--- config.mk ---
export PLATFORM = sky130hd
export DESIGN_NAME = registerFile
export DESIGN_NICKNAME = d
export VERILOG_FILES = /design/src/cpuPkg.sv /design/src/registerFile.sv
export SDC_FILE = /design/constraint.sdc
export NUM_CORES = 2
export LEC_CHECK = 0
export BUFFER_PORTS_ARGS = -buffer_cell sky130_fd_sc_hd__buf_2
export CAP_MARGIN = 10
export CORE_UTILIZATION = 55
export CTS_CLUSTER_SIZE = 25
export DETAILED_ROUTE_END_ITERATION = 10
export PLACE_DENSITY = 0.76
export SLEW_MARGIN = 20
export SYNTH_ARGS = -nofsm -noshare
export SYNTH_HDL_FRONTEND = slang
export SYNTH_SLANG_ARGS = --single-unit
--- constraint.sdc ---
create_clock -name clk -period 2.45 [get_ports clk]
set_clock_uncertainty 0.1 [all_clocks]
set_input_delay 0 -clock clk [delete_from_list [all_inputs] [get_ports clk]]
set_output_delay 0 -clock clk [all_outputs]
set_load 0.03 [all_outputs]
--- src/cpuPkg.sv ---
`default_nettype none

package cpuPkg;

    localparam int dataWidth = 32;
    localparam int regAddrWidth = 5;
    localparam int imemAddrWidth = 8;
    localparam int dmemAddrWidth = 8;
    localparam int aluOpWidth = 3;

    // Primary opcodes
    localparam logic [5:0] opSpecial = 6'h00;
    localparam logic [5:0] opAddiu = 6'h09;
    localparam logic [5:0] opOri = 6'h0d;
    localparam logic [5:0] opLw = 6'h23;
    localparam logic [5:0] opSw = 6'h2b;
    localparam logic [5:0] opBeq = 6'h04;
    localparam logic [5:0] opBne = 6'h05;

    // Function field of opSpecial
    localparam logic [5:0] functAddu = 6'h21;
    localparam logic [5:0] functSubu = 6'h23;
    localparam logic [5:0] functAnd = 6'h24;
    localparam logic [5:0] functOr = 6'h25;
    localparam logic [5:0] functSlt = 6'h2a;

    localparam logic [aluOpWidth-1:0] aluAdd = 3'd0;
    localparam logic [aluOpWidth-1:0] aluSub = 3'd1;
    localparam logic [aluOpWidth-1:0] aluAnd = 3'd2;
    localparam logic [aluOpWidth-1:0] aluOr = 3'd3;
    localparam logic [aluOpWidth-1:0] aluSlt = 3'd4;

    typedef struct packed {
        logic [5:0] opcode;
        logic [regAddrWidth-1:0] rs;
        logic [regAddrWidth-1:0] rt;
        logic [regAddrWidth-1:0] rd;
        logic [4:0] shamt;
        logic [5:0] funct;
    } regFormat;

    typedef struct packed {
        logic [5:0] opcode;
        logic [regAddrWidth-1:0] rs;
        logic [regAddrWidth-1:0] rt;
        logic [15:0] immediate;
    } immFormat;

    // Same word seen as R-type or I-type
    typedef union packed {
        regFormat r;
        immFormat i;
    } instrWord;

endpackage

`default_nettype wire

--- src/registerFile.sv ---
`timescale 1ns/1ns
`default_nettype none

module registerFile import cpuPkg::*; (
    input  wire logic clk,
    input  wire logic reset,
    input  wire logic [regAddrWidth-1:0] readAddressA,
    input  wire logic [regAddrWidth-1:0] readAddressB,
    input  wire logic writeEnable,
    input  wire logic [regAddrWidth-1:0] writeAddress,
    input  wire logic [dataWidth-1:0] writeData,
    output logic [dataWidth-1:0] readDataA,
    output logic [dataWidth-1:0] readDataB
);

    logic [dataWidth-1:0] regs [2**regAddrWidth];
    logic writeLive;

    assign writeLive = writeEnable && writeAddress != '0;

    always_ff @(posedge clk) begin
        if (reset) begin
            for (int i = 0; i < 2**regAddrWidth; i++) begin
                regs[i] <= '0;
            end
        end
        else if (writeLive) begin
            regs[writeAddress] <= writeData;
        end
    end

    // Same-cycle write shows up on the read ports
    assign readDataA = (readAddressA == '0) ? '0 :
        (writeLive && writeAddress == readAddressA) ? writeData : regs[readAddressA];
    assign readDataB = (readAddressB == '0) ? '0 :
        (writeLive && writeAddress == readAddressB) ? writeData : regs[readAddressB];

    // Writeback never aims a write at register zero
    zeroRegister: assert property (@(posedge clk) disable iff (reset)
        writeEnable |-> writeAddress != '0);

endmodule

`default_nettype wire

==> results by group <==
Detailed routing
  • Number of remaining DRC errors: 0
  • Final ANT Viol Nets: 0
  • DR iter-0 viols: approximately 7500
  • Routed wire length: slightly above 200000 um
  • First drt pass iteration count: 7
  • Vias: 40370
  • Via density: 7.200
  • DR WL/cell: between 30 and 40 um

STA
  • Final worst path period share: 1.215
  • Min Tclk post-route: 2976 ps
  • Slew margin rel.: 0.4112
  • Fin. Hold Viols: 0
  • Final Setup Violations: 62
  • Pins Over Slew Limit: 0
  • Post-route setup slack: -526.2 ps
  • RSZ-0062 raised after global routing: true
  • Fmax: between 300 and 400 MHz
  • Actual slew at the worst max-slew pin: 883.3 ps
  • Sum Neg Setup Slack: -9591 ps

Floorplan
  • Top Ports: about 110
  • Core ar.: 100300 um2
  • Die Span X: 320.3 um
  • Count of standard-cell rows: 116
  • Die ar.: 102600 um2
  • Initial Util: 0.5556
  • Die Ht: 320.3 um

Power
  • P_int: between 30 and 40 mW
  • Clk pwr share: 0.366
  • Combinational power share: 0.159
  • Peak VDD IR: 0.6064 mV
  • Sw Share: 0.2653
  • NetSw: around 12 mW
  • P_leak: 23.77 nW
  • Final Power: 43.76 mW
  • Cell Pwr Density: 665.4 nW/um2
  • Sequential power share: 0.475

Clock tree
  • Root buffer cell: clkbuf_16
  • Clock slew seen by the registers of the worst setup and hold paths: 60 ps
  • CTS max path bufs: 3
  • TritonCTS Buffers: 105
  • H-tree Lvls: 3
  • CTS tree: built
  • TritonCTS Sinks: 1024

Global route
  • Largest net degree at the start of global routing: 56
  • GRT overflow: 0
  • Antenna violations before repair: 13
  • Vias in the first global route: about 39000
  • First-pass GRT wire length: about 280000 um
  • GRT Util Overall: 0.3942

Run status
  • Status: finished with violations
  • Failing checks: negative setup slack

Logic synthesis
  • Yosys reg bits: 1024
  • Top FF cell, synth: edfxtp_1
  • Synth area leaders: edfxtp_1 (55%), mux4_2 (14%), and2_1 (11%)
  • Synth area leader: edfxtp_1
  • Async S/R FF share, synth: 0
  • Synth top cells by count: edfxtp_1 (1024), and2_1 (962), mux4_2 (356)
  • Syn_area_per_cell: about 14 um2
  • Gate Count Post-Synth: 3918
  • Sequential share of the synthesized area: 0.5518
  • Synth unique cells: 70
  • Cell area after synthesis: approximately 56000 um2
  • Dominant cell by count in the synthesized netlist: edfxtp_1
  • Post-synth EDFFs: 1024
  • Synth warn: 0
  • Yosys top cell area share: 0.5518

Critical path
  • Worst Setup Path Type: reg2out
  • CP Capture Type: output port
  • WP data required: 2350 ps
  • CP arrival: 2880 ps
  • Startpoint Class: register
  • Worst-path maximum fanout: 2

Cells and area
  • Number of flip-flops in the largest register: between 1000 and 1500
  • Share of layout cells above drive strength 1: 0.3155
  • Fin nets: 4205
  • Final Non-Filler Cells: 5607
  • Area Growth Syn to Fin: 18.04%
  • Biggest regs: regs (1024)
  • Largest Register: regs
  • Design area: between 60000 and 70000 um2
  • Post-layout util: 0.6559

Min path
  • Worst Min Path Start: writeData[0]
  • Worst Hold End: regs[6][0]
  • WHS Path Cells: 3
  • Min-Delay Path Class: in2reg

Run
  • Max-cap violations: 0

Place
  • Placed Instance Area: 60300 um2
  • Gp weighted congestion: 0.9757
  • IO Port Bufs: 113
  • Cells after DPL: about 5300
  • HPWL after DPL: between 100000 and 150000 um
[how the worst max path moves through the flow]
stage	from	to	slack [ps]	cells after the start
after floorplan	readAddressA[0]	readDataA[0]	350	9
after global placement	writeAddress[2]	readDataA[30]	-200	8
after detailed placement	writeAddress[2]	readDataA[30]	-230	8
after CTS	regs[24][16]	readDataA[16]	-480	5
after global routing	regs[27][16]	readDataA[16]	-530	5
final	regs[24][16]	readDataA[16]	-530	5
[cell families after synthesis]
kind of cell              count (synthesis)  share of synthesized area
buffers and inverters                   423                    0.03577
DFF                                    1024                     0.5518
other                                     1                 0.00006730
xor gates and xnor gates                 10                   0.001572
AOI/OAI and AO/OA                       427                    0.05771
muxes                                   736                     0.2161
and+or+nand+nor                        1297                     0.1370
[layout make-up]
type                    count  area (um2)
clock inverters            76       631.9
well taps                1357        1698
diodes                      9       22.52
repair buffers            518        5353
clock buffers             117        2736
fillers                  6799       34510
multi-input cells        2502       24570
flip-flops and latches   1024       30750
inverters                   4       15.01
[stage by stage]
step	hold slack (ps)	setup slack, ps
2_1_floorplan	98.15	354.4
3_3_place_gp	310.6	-198.8
3_5_place_dp	313.7	-228.1
4_1_cts	1.871	-484.1
5_1_grt	60.49	-527.0
6_report	20.17	-526.2
[routing by layer]
layer	track usage	vias to the layer above	wire length, um
met5	0	-	26
met4	0.2475	4	14770
met3	0.1325	911	32830
met2	0.5854	3957	89280
met1	0.4994	20020	66470
li1	-	15480	-
[power by group through the flow]
stage	Sequential [mW]	Combinational (mW)	Clock (mW)
3_3_place_gp	21.0	5.99	0
4_1_cts	20.7	6.62	16.0
3_5_place_dp	21.1	6.04	0
2_1_floorplan	20.9	3.63	0
6_report	20.8	6.98	16.0
5_1_grt	20.8	7.08	16.6
[critical path: stages (launching register included)]
cell and delay [ps]:
edfxtp_1 400, mux4_4 600, mux4_2 450, nor2b_1 140, a211o_1 370, buf_6 200
[placed cells by master, fill, tap and decap left out, drive strengths merged, types with 59 or more instances in the layout]
cell,netlist,routed
a21oi,82,82
a22oi,66,66
and2,963,963
buf,126,479
clkbuf,293,117
edfxtp,1024,1024
mux2i,334,334
mux4,367,367
nand2,130,130
nor2,59,59
[repair_timing]
action / 4_1_cts / 5_1_grt
endpoints found under the setup margin: 64 / 64
buffers inserted: 13 / 14
resized for setup: 335 / 76
hold endpoints to repair: 982 / 0
pin swaps: 121 / 65
gates cloned: 0 / 0
hold buffers: 39 / 0
(Power assumes the default switching activity.)
