$ cat config.mk
export PLATFORM = sky130hd
export DESIGN_NAME = decodeStage
export DESIGN_NICKNAME = d
export VERILOG_FILES = /design/src/cpuPkg.sv /design/src/decodeStage.sv
export SDC_FILE = /design/constraint.sdc
export NUM_CORES = 1
export LEC_CHECK = 0
export BUFFER_PORTS_ARGS = -buffer_cell sky130_fd_sc_hd__buf_2
export CELL_PAD_IN_SITES_DETAIL_PLACEMENT = 0
export CELL_PAD_IN_SITES_GLOBAL_PLACEMENT = 2
export CORE_MARGIN = 2
export CORE_UTILIZATION = 27
export CTS_CLUSTER_DIAMETER = 120
export DETAILED_ROUTE_END_ITERATION = 6
export GPL_TIMING_DRIVEN = 0
export PLACE_DENSITY_LB_ADDON = 0.1
export SLEW_MARGIN = 20
export SYNTH_ARGS = -nofsm -noshare
export SYNTH_HDL_FRONTEND = slang
export SYNTH_SLANG_ARGS = --single-unit
$ cat constraint.sdc
create_clock -name clk -period 9.3 [get_ports clk]
set_clock_uncertainty 0.1 [all_clocks]
set_input_delay 0.465 -clock clk [delete_from_list [all_inputs] [get_ports clk]]
set_output_delay 0.465 -clock clk [all_outputs]
set_load 0.005 [all_outputs]
$ cat src/cpuPkg.sv
`default_nettype none

package cpuPkg;

    localparam int dataWidth = 32;
    localparam int regAddrWidth = 5;
    localparam int imemAddrWidth = 8;
    localparam int dmemAddrWidth = 8;
    localparam int aluOpWidth = 3;

    // Primary opcodes
    localparam logic [5:0] opSpecial = 6'h00;
    localparam logic [5:0] opAddiu = 6'h09;
    localparam logic [5:0] opOri = 6'h0d;
    localparam logic [5:0] opLw = 6'h23;
    localparam logic [5:0] opSw = 6'h2b;
    localparam logic [5:0] opBeq = 6'h04;
    localparam logic [5:0] opBne = 6'h05;

    // Function field of opSpecial
    localparam logic [5:0] functAddu = 6'h21;
    localparam logic [5:0] functSubu = 6'h23;
    localparam logic [5:0] functAnd = 6'h24;
    localparam logic [5:0] functOr = 6'h25;
    localparam logic [5:0] functSlt = 6'h2a;

    localparam logic [aluOpWidth-1:0] aluAdd = 3'd0;
    localparam logic [aluOpWidth-1:0] aluSub = 3'd1;
    localparam logic [aluOpWidth-1:0] aluAnd = 3'd2;
    localparam logic [aluOpWidth-1:0] aluOr = 3'd3;
    localparam logic [aluOpWidth-1:0] aluSlt = 3'd4;

    typedef struct packed {
        logic [5:0] opcode;
        logic [regAddrWidth-1:0] rs;
        logic [regAddrWidth-1:0] rt;
        logic [regAddrWidth-1:0] rd;
        logic [4:0] shamt;
        logic [5:0] funct;
    } regFormat;

    typedef struct packed {
        logic [5:0] opcode;
        logic [regAddrWidth-1:0] rs;
        logic [regAddrWidth-1:0] rt;
        logic [15:0] immediate;
    } immFormat;

    // Same word seen as R-type or I-type
    typedef union packed {
        regFormat r;
        immFormat i;
    } instrWord;

endpackage

`default_nettype wire

$ cat src/decodeStage.sv
`timescale 1ns/1ns
`default_nettype none

module decodeStage import cpuPkg::*; (
    input  wire logic clk,
    input  wire logic reset,
    input  wire logic decodeValid,
    input  wire logic [dataWidth-1:0] decodePc,
    input  wire instrWord decodeInstr,
    input  wire logic [dataWidth-1:0] readDataA,
    input  wire logic [dataWidth-1:0] readDataB,
    input  wire logic memRegWrite,
    input  wire logic memRead,
    input  wire logic [regAddrWidth-1:0] memDest,
    input  wire logic [dataWidth-1:0] memAluResult,
    input  wire logic wbRegWrite,
    input  wire logic [regAddrWidth-1:0] wbDest,
    input  wire logic [dataWidth-1:0] wbData,
    output logic [regAddrWidth-1:0] readAddressA,
    output logic [regAddrWidth-1:0] readAddressB,
    output logic stall,
    output logic redirect,
    output logic [dataWidth-1:0] redirectTarget,
    output logic exValid,
    output logic [aluOpWidth-1:0] exAluOp,
    output logic exUseImm,
    output logic exRegWrite,
    output logic exMemRead,
    output logic exMemWrite,
    output logic [dataWidth-1:0] exPc,
    output logic [dataWidth-1:0] exOperandA,
    output logic [dataWidth-1:0] exOperandB,
    output logic [dataWidth-1:0] exImmediate,
    output logic [regAddrWidth-1:0] exRs,
    output logic [regAddrWidth-1:0] exRt,
    output logic [regAddrWidth-1:0] exDest
);

    logic [5:0] opcode;
    logic [regAddrWidth-1:0] rs;
    logic [regAddrWidth-1:0] rt;
    logic [dataWidth-1:0] immSigned;
    logic [dataWidth-1:0] immediate;
    logic [regAddrWidth-1:0] dest;
    logic [aluOpWidth-1:0] aluOp;
    logic useImm;
    logic writesReg;
    logic isLoad;
    logic isStore;
    logic isBranch;
    logic usesRt;
    logic zeroExtend;
    logic [dataWidth-1:0] operandA;
    logic [dataWidth-1:0] operandB;
    logic branchTaken;
    logic loadUseHazard;
    logic branchHazard;
    logic issue;

    function automatic logic [dataWidth-1:0] forwardOperand(
        input logic [regAddrWidth-1:0] address,
        input logic [dataWidth-1:0] fileValue
    );
        if (address != '0 && memRegWrite && !memRead && memDest == address) begin
            return memAluResult;
        end
        else if (address != '0 && wbRegWrite && wbDest == address) begin
            return wbData;
        end
        return fileValue;
    endfunction

    assign opcode = decodeInstr.r.opcode;
    assign rs = decodeInstr.r.rs;
    assign rt = decodeInstr.r.rt;
    assign immSigned = {{16{decodeInstr.i.immediate[15]}}, decodeInstr.i.immediate};
    assign immediate = zeroExtend ? {16'h0000, decodeInstr.i.immediate} : immSigned;
    assign readAddressA = rs;
    assign readAddressB = rt;

    always_comb begin
        aluOp = aluAdd;
        useImm = 1'b0;
        writesReg = 1'b0;
        isLoad = 1'b0;
        isStore = 1'b0;
        isBranch = 1'b0;
        usesRt = 1'b0;
        zeroExtend = 1'b0;
        dest = rt;
        case (opcode)
            opSpecial: begin
                dest = decodeInstr.r.rd;
                usesRt = 1'b1;
                writesReg = 1'b1;
                case (decodeInstr.r.funct)
                    functAddu: aluOp = aluAdd;
                    functSubu: aluOp = aluSub;
                    functAnd: aluOp = aluAnd;
                    functOr: aluOp = aluOr;
                    functSlt: aluOp = aluSlt;
                    default: writesReg = 1'b0;
                endcase
            end
            opAddiu: begin
                useImm = 1'b1;
                writesReg = 1'b1;
            end
            opOri: begin
                aluOp = aluOr;
                useImm = 1'b1;
                writesReg = 1'b1;
                zeroExtend = 1'b1;
            end
            opLw: begin
                useImm = 1'b1;
                writesReg = 1'b1;
                isLoad = 1'b1;
            end
            opSw: begin
                useImm = 1'b1;
                usesRt = 1'b1;
                isStore = 1'b1;
            end
            opBeq, opBne: begin
                usesRt = 1'b1;
                isBranch = 1'b1;
            end
            default: begin
            end
        endcase
    end

    assign operandA = forwardOperand(rs, readDataA);
    assign operandB = forwardOperand(rt, readDataB);
    assign branchTaken = (opcode == opBeq) ? (operandA == operandB) : (operandA != operandB);

    // Values still on their way from a load, or not yet out of the ALU for a branch
    assign loadUseHazard = exMemRead && exDest != '0 &&
        (exDest == rs || (usesRt && exDest == rt));
    assign branchHazard = isBranch &&
        ((exRegWrite && (exDest == rs || exDest == rt)) ||
         (memRegWrite && memRead && (memDest == rs || memDest == rt)));

    assign stall = decodeValid && (loadUseHazard || branchHazard);
    assign redirect = decodeValid && isBranch && branchTaken && !stall;
    assign redirectTarget = decodePc + 32'd4 + {immSigned[dataWidth-3:0], 2'b00};
    assign issue = decodeValid && !stall;

    always_ff @(posedge clk) begin
        if (reset) begin
            exValid <= 1'b0;
            exRegWrite <= 1'b0;
            exMemRead <= 1'b0;
            exMemWrite <= 1'b0;
        end
        else begin
            exValid <= issue;
            exRegWrite <= issue && writesReg && dest != '0;
            exMemRead <= issue && isLoad;
            exMemWrite <= issue && isStore;
        end
    end

    always_ff @(posedge clk) begin
        exAluOp <= aluOp;
        exUseImm <= useImm;
        exPc <= decodePc;
        exOperandA <= operandA;
        exOperandB <= operandB;
        exImmediate <= immediate;
        exRs <= rs;
        exRt <= rt;
        exDest <= dest;
    end

    // A branch behind a load waits longest, two cycles
    stallBounded: assert property (@(posedge clk) disable iff (reset)
        stall && $past(stall) |=> !stall);

endmodule

`default_nettype wire

==> impl_metrics.ini <==
[outcome]
status = finished, final reports clean

[sta]
rsz0062_at_grt = false
timing.fmax_mhz = 202
finalHoldViolCount = 0
fin_ws_ns = 4.35
setup_violations = 0
relSlewSlack = 0.521
fin_tns_setup_ns = 0
tightest_slew_ns = 0.715
period_needed_ns = 4.95
slew_violations = 0
period_share = 0.532

[global_routing]
grt_pass1_vias = 7989
grtUsageTotal = 0.208
grt_max_degree = 19
grt_pass1_wl_microns = 46000
grt-ovfl-total = 0
antenna_found_initial = 9

[worst_setup_path]
arrival_ns = 4.38
path_max_fanout = 10
critical_path.endpoint_type = output port
cp_data_required_time_ns = 8.74
path_class = in2out
start_kind = primary input

[synth]
synthCells = 832
synthesis.nets = 1098
yosysSeqAreaShare = 0.362
syn_area_sq_um = 7530
yosys_warnings = 0
synth_edf_count = 0
async_flop_share = 0
ys_types = 66
syn_avg_cell_area_sq_um = 9.05
synth.ff_latch_count = 136
synth_ff_type = dfxtp_1

[clock_network]
cts.path.max_buffers = 2
insertion_delay_ns = 0.43
cts_resized = 0
cts_hold_buf = 0
root_buffer = clkbuf_16
clock_sinks = 136
htree_levels = 4
clk_pin_slew_ns = 0.07
post_cts_buffers = 0
cts_tree = built
cts-buffers-inserted = 17

[cells_and_area]
synthToLayoutAreaGrowth_pct = 41.3
design_area_sq_um = 10600
final_cell_mix = buf_2 (409), dfxtp_1 (136), nor3_1 (67)
fin_nets = 1519
final_layout_size_suffix_gt1_frac = 0.405
mostFrequentLayoutCell = buf_2

[power_and_ir_drop]
swShare = 0.303
p_sw_uw = 543
power_density_nw_per_um2 = 168
comb_power_share = 0.252
p_int_mw = 1.25
leakage_nw = 4.88
ir_worst_vdd_uv = 94.7
clockPowerShare = 0.396
pwr-share-seq = 0.351

[detailed_routing]
wire_per_inst_microns = 19.1
drtIter0Drc = 389
ant_nets = 0
vias = 7886
dr.pass1.iters = 6
drt-total-wl_microns = 31400
via_per_inst = 4.79
drc_errors = 0

[hold_path]
hold_path.class = in2reg

[place]
place_ws_ns = 4.09
dpl.hpwl_microns = 24900
place.gp.congestion = 0.845
dpl_cell_area_sq_um = 10000
port_buffers = 402

[die]
dieArea_sq_um = 29200
row_count = 61
core_sq_um = 27600
die_h_microns = 171
die_w_microns = 171
initial_core_util = 0.273
io_pins = 403

[run]
cap_viol_max_count = 0
## power groups by stage
stage | Sequential, mW | Clock, mW | Combinational, mW
finish | 0.628 | 0.708 | 0.451
global route | 0.632 | 0.746 | 0.502
CTS | 0.628 | 0.725 | 0.455
detailed placement | 0.641 | 0 | 0.451
global placement | 0.641 | 0 | 0.456
floorplan | 0.647 | 0 | 0.235
## final timing paths
| check | start | to | slack (ns) | cells past startpoint |
|---|---|---|---|---|
| max | decodeInstr[17] | redirect | 4.35 | 13 |
| min reg2reg | exRegWrite | exValid | 0.78 | 3 |
| min | decodePc[1] | exPc[1] | 0.05 | 1 |
| max reg2reg | exDest[0] | exMemRead | 7.12 | 9 |
## Yosys cell counts, types with 7 or more instances
master      n  area share
o21ai_1    34       0.023
buf_4      33       0.033
a21oi_1    32       0.021
buf_6      11       0.016
nor3_1     67       0.045
nor2_1     26       0.013
nand4_1     9      0.0075
xor2_1     48       0.056
buf_2       7      0.0047
a21o_1      8      0.0080
ha_1       57       0.095
clkbuf_1   20       0.010
nand2_1    16      0.0080
a31oi_1    59       0.049
xnor2_1    39       0.045
o21ai_0    38       0.025
dfxtp_1   136        0.36
nand3_1    61       0.041
inv_1      18      0.0090
mux2i_1     9       0.012
and3_1      7      0.0058
## sequential cells by signal (all words and copies together) (netlist names)
signal,cells
exAluOp,3
exDest,5
exImmediate,17
exMemRead,1
exMemWrite,1
exOperandA,32
exOperandB,32
exPc,32
exRegWrite,1
exRs,5
exRt,5
exUseImm,1
exValid,1
## metrics by stage
stage	hold slack, ns	cells	power (mW)	utilization
after floorplan	0.393	832	0.882	-
after global placement	0.482	1612	1.10	0.363
after detailed placement	0.483	1612	1.09	0.363
after CTS	0.0286	1643	1.81	0.384
after global routing	0.0318	1645	1.88	0.385
final	0.0473	1648	1.79	0.385
## layout make-up
class / count / area, sq um
sequential: 136 / 2720
clock buffer: 19 / 443
timing repair buffer: 402 / 2010
clock inverter: 12 / 153
antenna: 5 / 12.5
tap: 378 / 473
multi-input combinational: 604 / 4250
fill: 3011 / 17000
inverter: 18 / 67.6
buffer: 74 / 505
## cell families (layout without fill, tap and decap cells)
family | after synthesis | count (layout) | share of synthesized area
other | 0 | 5 | 0
muxes | 14 | 14 | 0.0194
DFF | 136 | 136 | 0.362
adders and majority gates | 58 | 58 | 0.0974
AOI/OAI and AO/OA | 211 | 211 | 0.173
and+or+nand+nor | 234 | 234 | 0.171
buffers and inverters | 92 | 525 | 0.0761
xor gates and xnor gates | 87 | 87 | 0.101
## routing by layer
metal  wire length [microns]  up-vias  global-route usage
met5                      65        -                   0
met4                     781       10              0.0774
met1                   13000     3606               0.245
li1                        -     3890                   -
met3                    2730       54              0.0689
met2                   14800      326               0.352
## critical path, stage by stage
cell,delay [ns]
buf_2,0.17
or4_4,0.57
o211ai_2,0.16
buf_2,0.28
clkbuf_1,0.48
nor3_1,0.10
a31oi_1,0.39
xor2_1,0.22
nor4_1,0.42
nand4_1,0.35
or4_1,0.48
a21oi_1,0.14
buf_2,0.14
Power figures use the tool's default switching activity.
