===== src/cpuPkg.sv =====
`default_nettype none

package cpuPkg;

    localparam int dataWidth = 32;
    localparam int regAddrWidth = 5;
    localparam int imemAddrWidth = 8;
    localparam int dmemAddrWidth = 8;
    localparam int aluOpWidth = 3;

    // Primary opcodes
    localparam logic [5:0] opSpecial = 6'h00;
    localparam logic [5:0] opAddiu = 6'h09;
    localparam logic [5:0] opOri = 6'h0d;
    localparam logic [5:0] opLw = 6'h23;
    localparam logic [5:0] opSw = 6'h2b;
    localparam logic [5:0] opBeq = 6'h04;
    localparam logic [5:0] opBne = 6'h05;

    // Function field of opSpecial
    localparam logic [5:0] functAddu = 6'h21;
    localparam logic [5:0] functSubu = 6'h23;
    localparam logic [5:0] functAnd = 6'h24;
    localparam logic [5:0] functOr = 6'h25;
    localparam logic [5:0] functSlt = 6'h2a;

    localparam logic [aluOpWidth-1:0] aluAdd = 3'd0;
    localparam logic [aluOpWidth-1:0] aluSub = 3'd1;
    localparam logic [aluOpWidth-1:0] aluAnd = 3'd2;
    localparam logic [aluOpWidth-1:0] aluOr = 3'd3;
    localparam logic [aluOpWidth-1:0] aluSlt = 3'd4;

    typedef struct packed {
        logic [5:0] opcode;
        logic [regAddrWidth-1:0] rs;
        logic [regAddrWidth-1:0] rt;
        logic [regAddrWidth-1:0] rd;
        logic [4:0] shamt;
        logic [5:0] funct;
    } regFormat;

    typedef struct packed {
        logic [5:0] opcode;
        logic [regAddrWidth-1:0] rs;
        logic [regAddrWidth-1:0] rt;
        logic [15:0] immediate;
    } immFormat;

    // Same word seen as R-type or I-type
    typedef union packed {
        regFormat r;
        immFormat i;
    } instrWord;

endpackage

`default_nettype wire


===== src/executeStage.sv =====
`timescale 1ns/1ns
`default_nettype none

module executeStage import cpuPkg::*; (
    input  wire logic clk,
    input  wire logic reset,
    input  wire logic exValid,
    input  wire logic [aluOpWidth-1:0] exAluOp,
    input  wire logic exUseImm,
    input  wire logic exRegWrite,
    input  wire logic exMemRead,
    input  wire logic exMemWrite,
    input  wire logic [dataWidth-1:0] exPc,
    input  wire logic [dataWidth-1:0] exOperandA,
    input  wire logic [dataWidth-1:0] exOperandB,
    input  wire logic [dataWidth-1:0] exImmediate,
    input  wire logic [regAddrWidth-1:0] exRs,
    input  wire logic [regAddrWidth-1:0] exRt,
    input  wire logic [regAddrWidth-1:0] exDest,
    input  wire logic wbRegWrite,
    input  wire logic [regAddrWidth-1:0] wbDest,
    input  wire logic [dataWidth-1:0] wbData,
    output logic memValid,
    output logic memRegWrite,
    output logic memRead,
    output logic memWrite,
    output logic [dataWidth-1:0] memPc,
    output logic [dataWidth-1:0] memAluResult,
    output logic [dataWidth-1:0] memStoreData,
    output logic [regAddrWidth-1:0] memDest
);

    logic [dataWidth-1:0] valueA;
    logic [dataWidth-1:0] valueB;
    logic [dataWidth-1:0] aluB;
    logic [dataWidth-1:0] aluResult;

    // Newest producer first
    function automatic logic [dataWidth-1:0] forwardOperand(
        input logic [regAddrWidth-1:0] address,
        input logic [dataWidth-1:0] staleValue
    );
        if (address != '0 && memRegWrite && !memRead && memDest == address) begin
            return memAluResult;
        end
        else if (address != '0 && wbRegWrite && wbDest == address) begin
            return wbData;
        end
        return staleValue;
    endfunction

    assign valueA = forwardOperand(exRs, exOperandA);
    assign valueB = forwardOperand(exRt, exOperandB);
    assign aluB = exUseImm ? exImmediate : valueB;

    always_comb begin
        case (exAluOp)
            aluAdd: aluResult = valueA + aluB;
            aluSub: aluResult = valueA - aluB;
            aluAnd: aluResult = valueA & aluB;
            aluOr: aluResult = valueA | aluB;
            aluSlt: aluResult = {31'd0, $signed(valueA) < $signed(aluB)};
            default: aluResult = '0;
        endcase
    end

    always_ff @(posedge clk) begin
        if (reset) begin
            memValid <= 1'b0;
            memRegWrite <= 1'b0;
            memRead <= 1'b0;
            memWrite <= 1'b0;
        end
        else begin
            memValid <= exValid;
            memRegWrite <= exRegWrite;
            memRead <= exMemRead;
            memWrite <= exMemWrite;
        end
    end

    always_ff @(posedge clk) begin
        memPc <= exPc;
        memAluResult <= aluResult;
        memStoreData <= valueB;
        memDest <= exDest;
    end

endmodule

`default_nettype wire


===== config.mk =====
export PLATFORM = sky130hd
export DESIGN_NAME = executeStage
export DESIGN_NICKNAME = d
export VERILOG_FILES = /design/src/cpuPkg.sv /design/src/executeStage.sv
export SDC_FILE = /design/constraint.sdc
export NUM_CORES = 1
export LEC_CHECK = 0
export BUFFER_PORTS_ARGS = -buffer_cell sky130_fd_sc_hd__buf_2
export CAP_MARGIN = 20
export CORE_MARGIN = 3
export CORE_UTILIZATION = 52
export DETAILED_ROUTE_END_ITERATION = 7
export PLACE_DENSITY = 0.79
export SLEW_MARGIN = 20
export SYNTH_ARGS = -nofsm -noshare
export SYNTH_HDL_FRONTEND = slang
export SYNTH_SLANG_ARGS = --single-unit

===== constraint.sdc =====
create_clock -name clk -period 5.5 [get_ports clk]
set_clock_uncertainty 0.05 [all_clocks]
set_input_delay 0.825 -clock clk [delete_from_list [all_inputs] [get_ports clk]]
set_output_delay 0.825 -clock clk [all_outputs]
set_load 0.05 [all_outputs]

==> summary.md, run 1 <==
| Metric | Value |
|---|---|
| Worst slew pin tran | `0.769 ns` |
| FILL cells | `1488` |
| RSZ-0062 raised after global routing | `false` |
| Pre-CTS setup slack | `0.122 ns` |
| CTS Hold Bufs | `0` |
| Leak Pwr | `5.20 nW` |
| Crit-path max FO | `14` |
| Reg-to-Reg End | `memAluResult[31]$_DFF_P_` |
| Routed wire per std cell | `18.0 um` |
| Vias in the first global route | `8580` |
| CP startpoint kind | `input pin` |
| Multi-input logic area | `6280 um^2` |
| Combinational fraction of design power | `0.432` |
| Slowest-stage cell, CP | `or4_1` |
| RR Startpoint | `memRegWrite$_SDFF_PP0_` |
| Ys Warns | `0` |
| Ys async rst share | `0` |
| Switch Pwr | `0.00118 W` |
| Cell Chain, Critical Path | `buf_2 -> or4_1 -> nor2_1 -> nor4_4 -> buf_4 -> mux2i_1 -> o21ai_0 -> inv_1 -> ha_1 -> inv_1 -> fa_1 -> nor2b_1 -> o211ai_2 -> a21oi_1 -> o41ai_2 -> o21ai_2 -> a31oi_2 -> o21ai_0 -> and3_1 -> o32ai_1` |
| Post-CTS Setup Bufs | `0` |
| Port Buffers | `295` |
| Post-CTS Resized | `0` |
| Yosys reg bits | `105` |
| Total GRT Usage | `0.295` |
| Syn Nets | `1432` |
| Worst Setup SP | `exRs[1]` |
| First-pass GRT wire length | `44.5 mm` |
| Top Layer Used | `met4` |
| Max stage delay on crit path | `0.54 ns` |
| GP Congestion | `0.962` |
| Largest area contributor in the netlist | `dfxtp_1` |
| Max-slew headroom | `0.487` |
| Die H | `137 um` |
| VDD IR-drop max | `0.152 mV` |
| DRT Pass-1 Iters | `5` |
| Initial Util | `0.536` |
| Vias | `9113` |
| Horiz. Die Dim | `137 um` |
| Post-synth top cells | `115 x nor2_1, 112 x a21oi_1, 105 x dfxtp_1, 105 x ha_1, 93 x inv_1` |
| Number of synthesized flops with an enable pin | `0` |
| DP Area | `10700 um^2` |
| CTS H-tree depth | `3` |
| Synth top area share | `0.234` |
| Worst-path clk slew | `0.08 ns` |
| Residual DRC count | `0` |
| Crit path buffers/inverters | `4` |
| Met3 WL | `2.02 mm` |
| Final ANT Viol Nets | `0` |
| TNS Setup | `0 ns` |
| Fin crit share | `0.931` |
| Final WS setup | `0.380 ns` |
| Final worst path period need | `5.12 ns` |
| Largest cells by area after synthesis | `dfxtp_1 23%, ha_1 15%, mux2i_1 8.2%` |
| Crit path required time | `5.71 ns` |
| Die footprint | `18900 um^2` |
| Syn Inst Count | `1134` |
| WP depth | `20` |
| Setup slack, reg-to-reg | `0.58 ns` |
| Share of cells above drive strength 1 | `0.280` |
| Avg Cell Area, Syn | `7.92 um^2` |
| Rows | `47` |
| Run status | `completed` |
| Fmax achieved | `195 MHz` |
| Nets | `1698` |
| # Max-Cap Violations | `0` |
| CTS Buffer Depth | `2` |
| Crit path capture | `memAluResult[26]$_DFF_P_` |
| Metal-1 WL | `12.2 mm` |
| Worst path top cell family by delay | `compound AO/OA/AOI/OAI gates` |
| Worst skew pair latency | `0.37 ns` |
| Yosys cell types | `75` |
| Largest net degree at the start of global routing | `62` |
| Clock power share | `0.255` |
| Most numerous cell in the Yosys netlist | `nor2_1` |
| Area growth syn-to-layout | `22.6%` |
| CTS tree | `yes` |
| Worst-case reg-to-reg path depth | `18` |
| Min-Delay Path Class | `flop to flop` |
| Final setup violation count | `0` |
| Metal2 WL | `14.6 mm` |
| Synth Cell Area | `8990 um^2` |
| Grt ovf | `0` |
| Critical Path Sink Type | `flop` |
| HPWL after DPL | `23.1 mm` |
| Final instance area | `11000 um^2` |
| Root buf cell | `clkbuf_16` |
| IO Count | `296` |
| Inserted Clock Buffers | `9` |
| Vias per Instance | `5.60` |
| Switching share of power | `0.427` |
| Int Pwr | `0.00158 W` |
| Initial antenna violation count | `2` |
| Core area | `16800 um^2` |
| Max Slew Vio Count | `0` |
| Crit path kind | `input pin to flop` |
| Share of total power in sequential cells | `0.313` |
| Clk sinks | `105` |
| Crit path arrival time | `5.33 ns` |
| Main synth FF type | `dfxtp_1` |
| Cell Pwr Density | `250 nW/um^2` |
| DR iter-0 viols | `639` |
| Final Hold Fails | `0` |
| Post-synthesis sequential area ratio | `0.234` |
| WL final | `29.3 mm` |
| FF+latch area | `2100 um^2` |
power groups by stage:
stage,logic [W],clock network [W],registers [W]
floorplan,0.000630,0,0.00110
global placement,0.00116,0,0.000878
detailed placement,0.00117,0,0.000879
CTS,0.00118,0.000715,0.000862
global route,0.00129,0.000751,0.000869
finish,0.00119,0.000704,0.000862
cells by family after synthesis:
| group | synth area share |
|---|---|
| XOR/XNOR | 0.0468 |
| buffers and inverters | 0.0702 |
| adder cells (fa/ha/maj) | 0.151 |
| AND/OR/NAND/NOR | 0.154 |
| AO/OA/AOI/OAI | 0.227 |
| flip-flops | 0.234 |
| multiplexers | 0.118 |
worst min-delay path, cell delays in order (launching register included):
cell	delay (ns)
dfxtp_1	0.32
nor2_1	0.10
a21oi_1	0.05
placed cells by master, fill, tap and decap left out, drive strengths merged, types with 7 or more instances in the layout:
| cell type | netlist | final |
|---|---|---|
| dfxtp | 105 | 105 |
| nand2b | 10 | 10 |
| o21a | 8 | 8 |
| nor4 | 12 | 12 |
| xor2 | 11 | 11 |
| buf | 28 | 320 |
| o211ai | 8 | 8 |
| mux2 | 28 | 28 |
| and3 | 7 | 7 |
| nor3 | 18 | 18 |
| o21ai | 78 | 78 |
| o21bai | 14 | 14 |
| nand2 | 80 | 80 |
| mux2i | 74 | 74 |
| nand4 | 10 | 10 |
| nor2b | 14 | 14 |
| a21oi | 112 | 112 |
| xnor2 | 37 | 37 |
| a21o | 11 | 11 |
| or4 | 8 | 8 |
| o31ai | 8 | 8 |
| inv | 94 | 99 |
| a211oi | 30 | 30 |
| nor2 | 116 | 116 |
| ha | 105 | 105 |
| clkbuf | 37 | 9 |
| o22ai | 10 | 10 |
area by class of cell:
type                    instances  area share
clock inverters                 7     0.00875
inverters                      95      0.0324
repair buffers                320       0.152
multi-input cells             869       0.570
diodes                          2    0.000454
clock buffers                   9      0.0204
well taps                     220      0.0250
flip-flops and latches        105       0.191
through the flow:
step	util	std cells	power, W	hold WS, ns
finish	0.657	1627	0.00276	0.471
global route	0.657	1627	0.00291	0.483
CTS	0.657	1625	0.00275	0.471
detailed placement	0.638	1609	0.00205	0.459
global placement	0.638	1609	0.00204	0.451
floorplan	-	1134	0.00173	0.671
worst min-delay path by stage:
stage,from,endpoint,cells past startpoint
floorplan,memAluResult[25]$_DFF_P_,memStoreData[25]$_DFF_P_,2
global placement,memAluResult[8]$_DFF_P_,memStoreData[8]$_DFF_P_,2
detailed placement,memAluResult[23]$_DFF_P_,memStoreData[23]$_DFF_P_,2
CTS,memAluResult[13]$_DFF_P_,memStoreData[13]$_DFF_P_,2
global route,exPc[9],memPc[9]$_DFF_P_,1
finish,memAluResult[25]$_DFF_P_,memStoreData[25]$_DFF_P_,2
per-layer routing:
metal | track usage | up-vias
li1 | - | 4491
met1 | 0.365 | 4226
met2 | 0.527 | 354
met3 | 0.0504 | 42
met4 | 0.0804 | 0
met5 | 0 | -
registers in the layout, summed over array words and instances (netlist names):
signal / flops
memAluResult: 32
memPc: 32
memStoreData: 32
memDest: 5
memRead: 1
memRegWrite: 1
memValid: 1
memWrite: 1
No activity file was read; power rests on OpenSTA's default activity.
==> run 2: changes to the inputs <==
--- a/config.mk
+++ b/config.mk
@@ -7,6 +7,7 @@
 export LEC_CHECK = 0
 export BUFFER_PORTS_ARGS = -buffer_cell sky130_fd_sc_hd__buf_2
 export CAP_MARGIN = 20
+export CORE_ASPECT_RATIO = 1.75
 export CORE_MARGIN = 3
 export CORE_UTILIZATION = 52
 export DETAILED_ROUTE_END_ITERATION = 7
==> summary.md, run 2 (synthesis gave the netlist of run 1 again) <==
| Metric | Value |
|---|---|
| Run status | `completed` |
| Initial antenna violation count | `0 (-2)` |
| RR Startpoint | `memDest[0]$_DFF_P_` |
| Clk sinks | `105 (unchanged)` |
| Final ANT Viol Nets | `0 (unchanged)` |
| Share of cells above drive strength 1 | `0.281 (+0.000824)` |
| Worst slew pin tran | `0.984 ns (+0.214 ns)` |
| Critical Path Sink Type | `flop` |
| # Max-Cap Violations | `0 (unchanged)` |
| Cell Pwr Density | `247 nW/um^2 (-1.2%)` |
| Die H | `180 um (+31%)` |
| Rows | `63 (+34%)` |
| CP startpoint kind | `input pin` |
| GP Congestion | `0.956 (-0.65%)` |
| Hold_sp | `memAluResult[17]$_DFF_P_` |
| Fin crit share | `0.913 (-0.0179)` |
| Max-slew headroom | `0.339 (-0.148)` |
| Vias in the first global route | `9232 (+7.6%)` |
| Switch Pwr | `0.00112 W (-5.3%)` |
| Hold path depth | `2 (unchanged)` |
| Min-Delay Path Class | `flop to flop` |
| Int Pwr | `0.00161 W (+1.8%)` |
| Clock power share | `0.247 (-0.008)` |
| Port Buffers | `295 (unchanged)` |
| Worst-case reg-to-reg path depth | `18 (unchanged)` |
| Area growth syn-to-layout | `22.6% (about the same)` |
| Nets | `1701 (+0.18%)` |
| RSZ-0062 raised after global routing | `false` |
| Setup slack, reg-to-reg | `0.64 ns (+0.06 ns)` |
| Antenna cells | `0 (-2)` |
| Final Hold Fails | `0 (unchanged)` |
| Post-CTS Resized | `0 (unchanged)` |
| Hold path endpoint | `memStoreData[17]$_DFF_P_` |
| Largest net degree at the start of global routing | `94 (+52%)` |
| Inserted Clock Buffers | `9 (unchanged)` |
| Worst skew pair latency | `0.36 ns (about the same)` |
| CTS H-tree depth | `3 (unchanged)` |
| Commonest non-fill, non-tap cell in the layout | `buf_2` |
| First-pass GRT wire length | `45.6 mm (+2.5%)` |
| Crit-path max FO | `6 (-8)` |
| Final worst path period need | `5.02 ns (-0.0986 ns)` |
| IO Count | `296 (unchanged)` |
| Final Non-Filler Cells | `1635 (+0.49%)` |
| Residual DRC count | `0 (unchanged)` |
| WL final | `29.0 mm (-1.1%)` |
| Combinational fraction of design power | `0.436 (+0.004)` |
| HPWL after DPL | `23.2 mm (+0.26%)` |
| Fmax achieved | `199 MHz (+2.0%)` |
| Reg-to-Reg End | `memAluResult[22]$_DFF_P_` |
| DR iter-0 viols | `483 (-24%)` |
| Final core occ | `0.650 (-0.00720)` |
| Share of total power in sequential cells | `0.317 (+0.004)` |
| Cell total after placement | `1619 (+0.62%)` |
| Max Slew Vio Count | `0 (unchanged)` |
| Routed wire per std cell | `17.7 um (-1.6%)` |
| Die footprint | `19000 um^2 (+0.33%)` |
| Worst Setup SP | `exRt[2]` |
| Leak Pwr | `5.21 nW (about the same)` |
| Crit path arrival time | `5.18 ns (-0.15 ns)` |
| CTS Hold Bufs | `0 (unchanged)` |
| Crit path kind | `input pin to flop` |
| VDD IR-drop max | `0.131 mV (-14%)` |
| Final setup violation count | `0 (unchanged)` |
| Grt ovf | `0 (unchanged)` |
| CTS tree | `yes` |
| Core area | `16900 um^2 (+1.1%)` |
| Vias | `9199 (+0.94%)` |
| Crit path required time | `5.66 ns (-0.05 ns)` |
| Horiz. Die Dim | `105 um (-23%)` |
| CTS Buffer Depth | `2 (unchanged)` |
| Initial Util | `0.530 (-0.00594)` |
| TNS Setup | `0 ns (unchanged)` |
| Root buf cell | `clkbuf_16` |
| Top flop regs | `memAluResult: 32 flops, memPc: 32 flops, memStoreData: 32 flops` |
| Vias per Instance | `5.63 (+0.45%)` |
| Switching share of power | `0.410 (-0.0177)` |
| Post-CTS Setup Bufs | `0 (unchanged)` |
| DRT Pass-1 Iters | `5 (unchanged)` |
| Most frequent cells in the layout | `295 x buf_2, 115 x nor2_1, 112 x a21oi_1` |
| Worst-path clk slew | `0.07 ns (about the same)` |
| Total GRT Usage | `0.298 (+0.00243)` |
==> run 2: changes by cell type in the layout (fill, tap and decap cells not counted), sizes merged <==
cell and change:
bufinv +1, inv -4, clkinv +1, clkbuf +2, diode -2, buf +3
==> run 2: critical path, cell delays in order <==
cell      delay, ns
buf_2          0.12
or4_1          0.11
nor2_1         0.06
or4_2          0.75
nor2_1         0.13
a21oi_1        0.06
mux2_2         0.30
ha_1           0.26
fa_1           0.48
a211o_1        0.32
a21oi_1        0.28
a211oi_1       0.12
buf_4          0.16
nor4b_2        0.25
o21bai_1       0.18
a311o_1        0.38
a21boi_2       0.16
xnor2_1        0.13
o22ai_1        0.09
==> run 2: stage by stage <==
step                      cell area [um^2]  hold slack, ns  setup slack (ns)  power [W]
final                                11000           0.462             0.478    0.00272
after global routing                 11000           0.500            0.0211    0.00287
after CTS                            11000           0.470             0.513    0.00273
after detailed placement             10700           0.460             0.132    0.00205
after global placement               10700           0.450             0.205    0.00204
after floorplan                       8990           0.671             0.497    0.00173
==> run 2: worst max-delay path by stage <==
stage / to / slack, ns / cells after the start
after detailed placement: memAluResult[30]$_DFF_P_ / 0.13 / 19
after global routing: memAluResult[30]$_DFF_P_ / 0.02 / 17
after CTS: memAluResult[30]$_DFF_P_ / 0.51 / 19
final: memAluResult[22]$_DFF_P_ / 0.48 / 19
after floorplan: memAluResult[22]$_DFF_P_ / 0.50 / 18
after global placement: memAluResult[22]$_DFF_P_ / 0.20 / 19
==> run 2: final cells by class <==
type | instances | area, um^2
timing repair buffer | 323 | 1700
tap | 227 | 284
fill | 1563 | 5930
clock buffer | 11 | 243
sequential | 105 | 2100
inverter | 95 | 357
clock inverter | 5 | 53.8
multi-input combinational | 869 | 6280
==> run 2: power by group through the flow <==
stage                     logic (W)  clock network (W)  registers, W
after CTS                   0.00118           0.000684      0.000864
after global routing        0.00129           0.000716      0.000871
after detailed placement    0.00117                  0      0.000881
final                       0.00119           0.000672      0.000865
after floorplan            0.000630                  0       0.00110
after global placement      0.00116                  0      0.000881
==> run 2: per-layer routing <==
| layer | wire length (um) | GRT usage | vias up |
|---|---|---|---|
| met4 | 1690 | 0.181 | 0 |
| met2 | 15400 | 0.553 | 398 |
| met1 | 10200 | 0.312 | 4190 |
| li1 | - | - | 4498 |
| met3 | 1640 | 0.0352 | 113 |
| met5 | 0 | 0 | - |
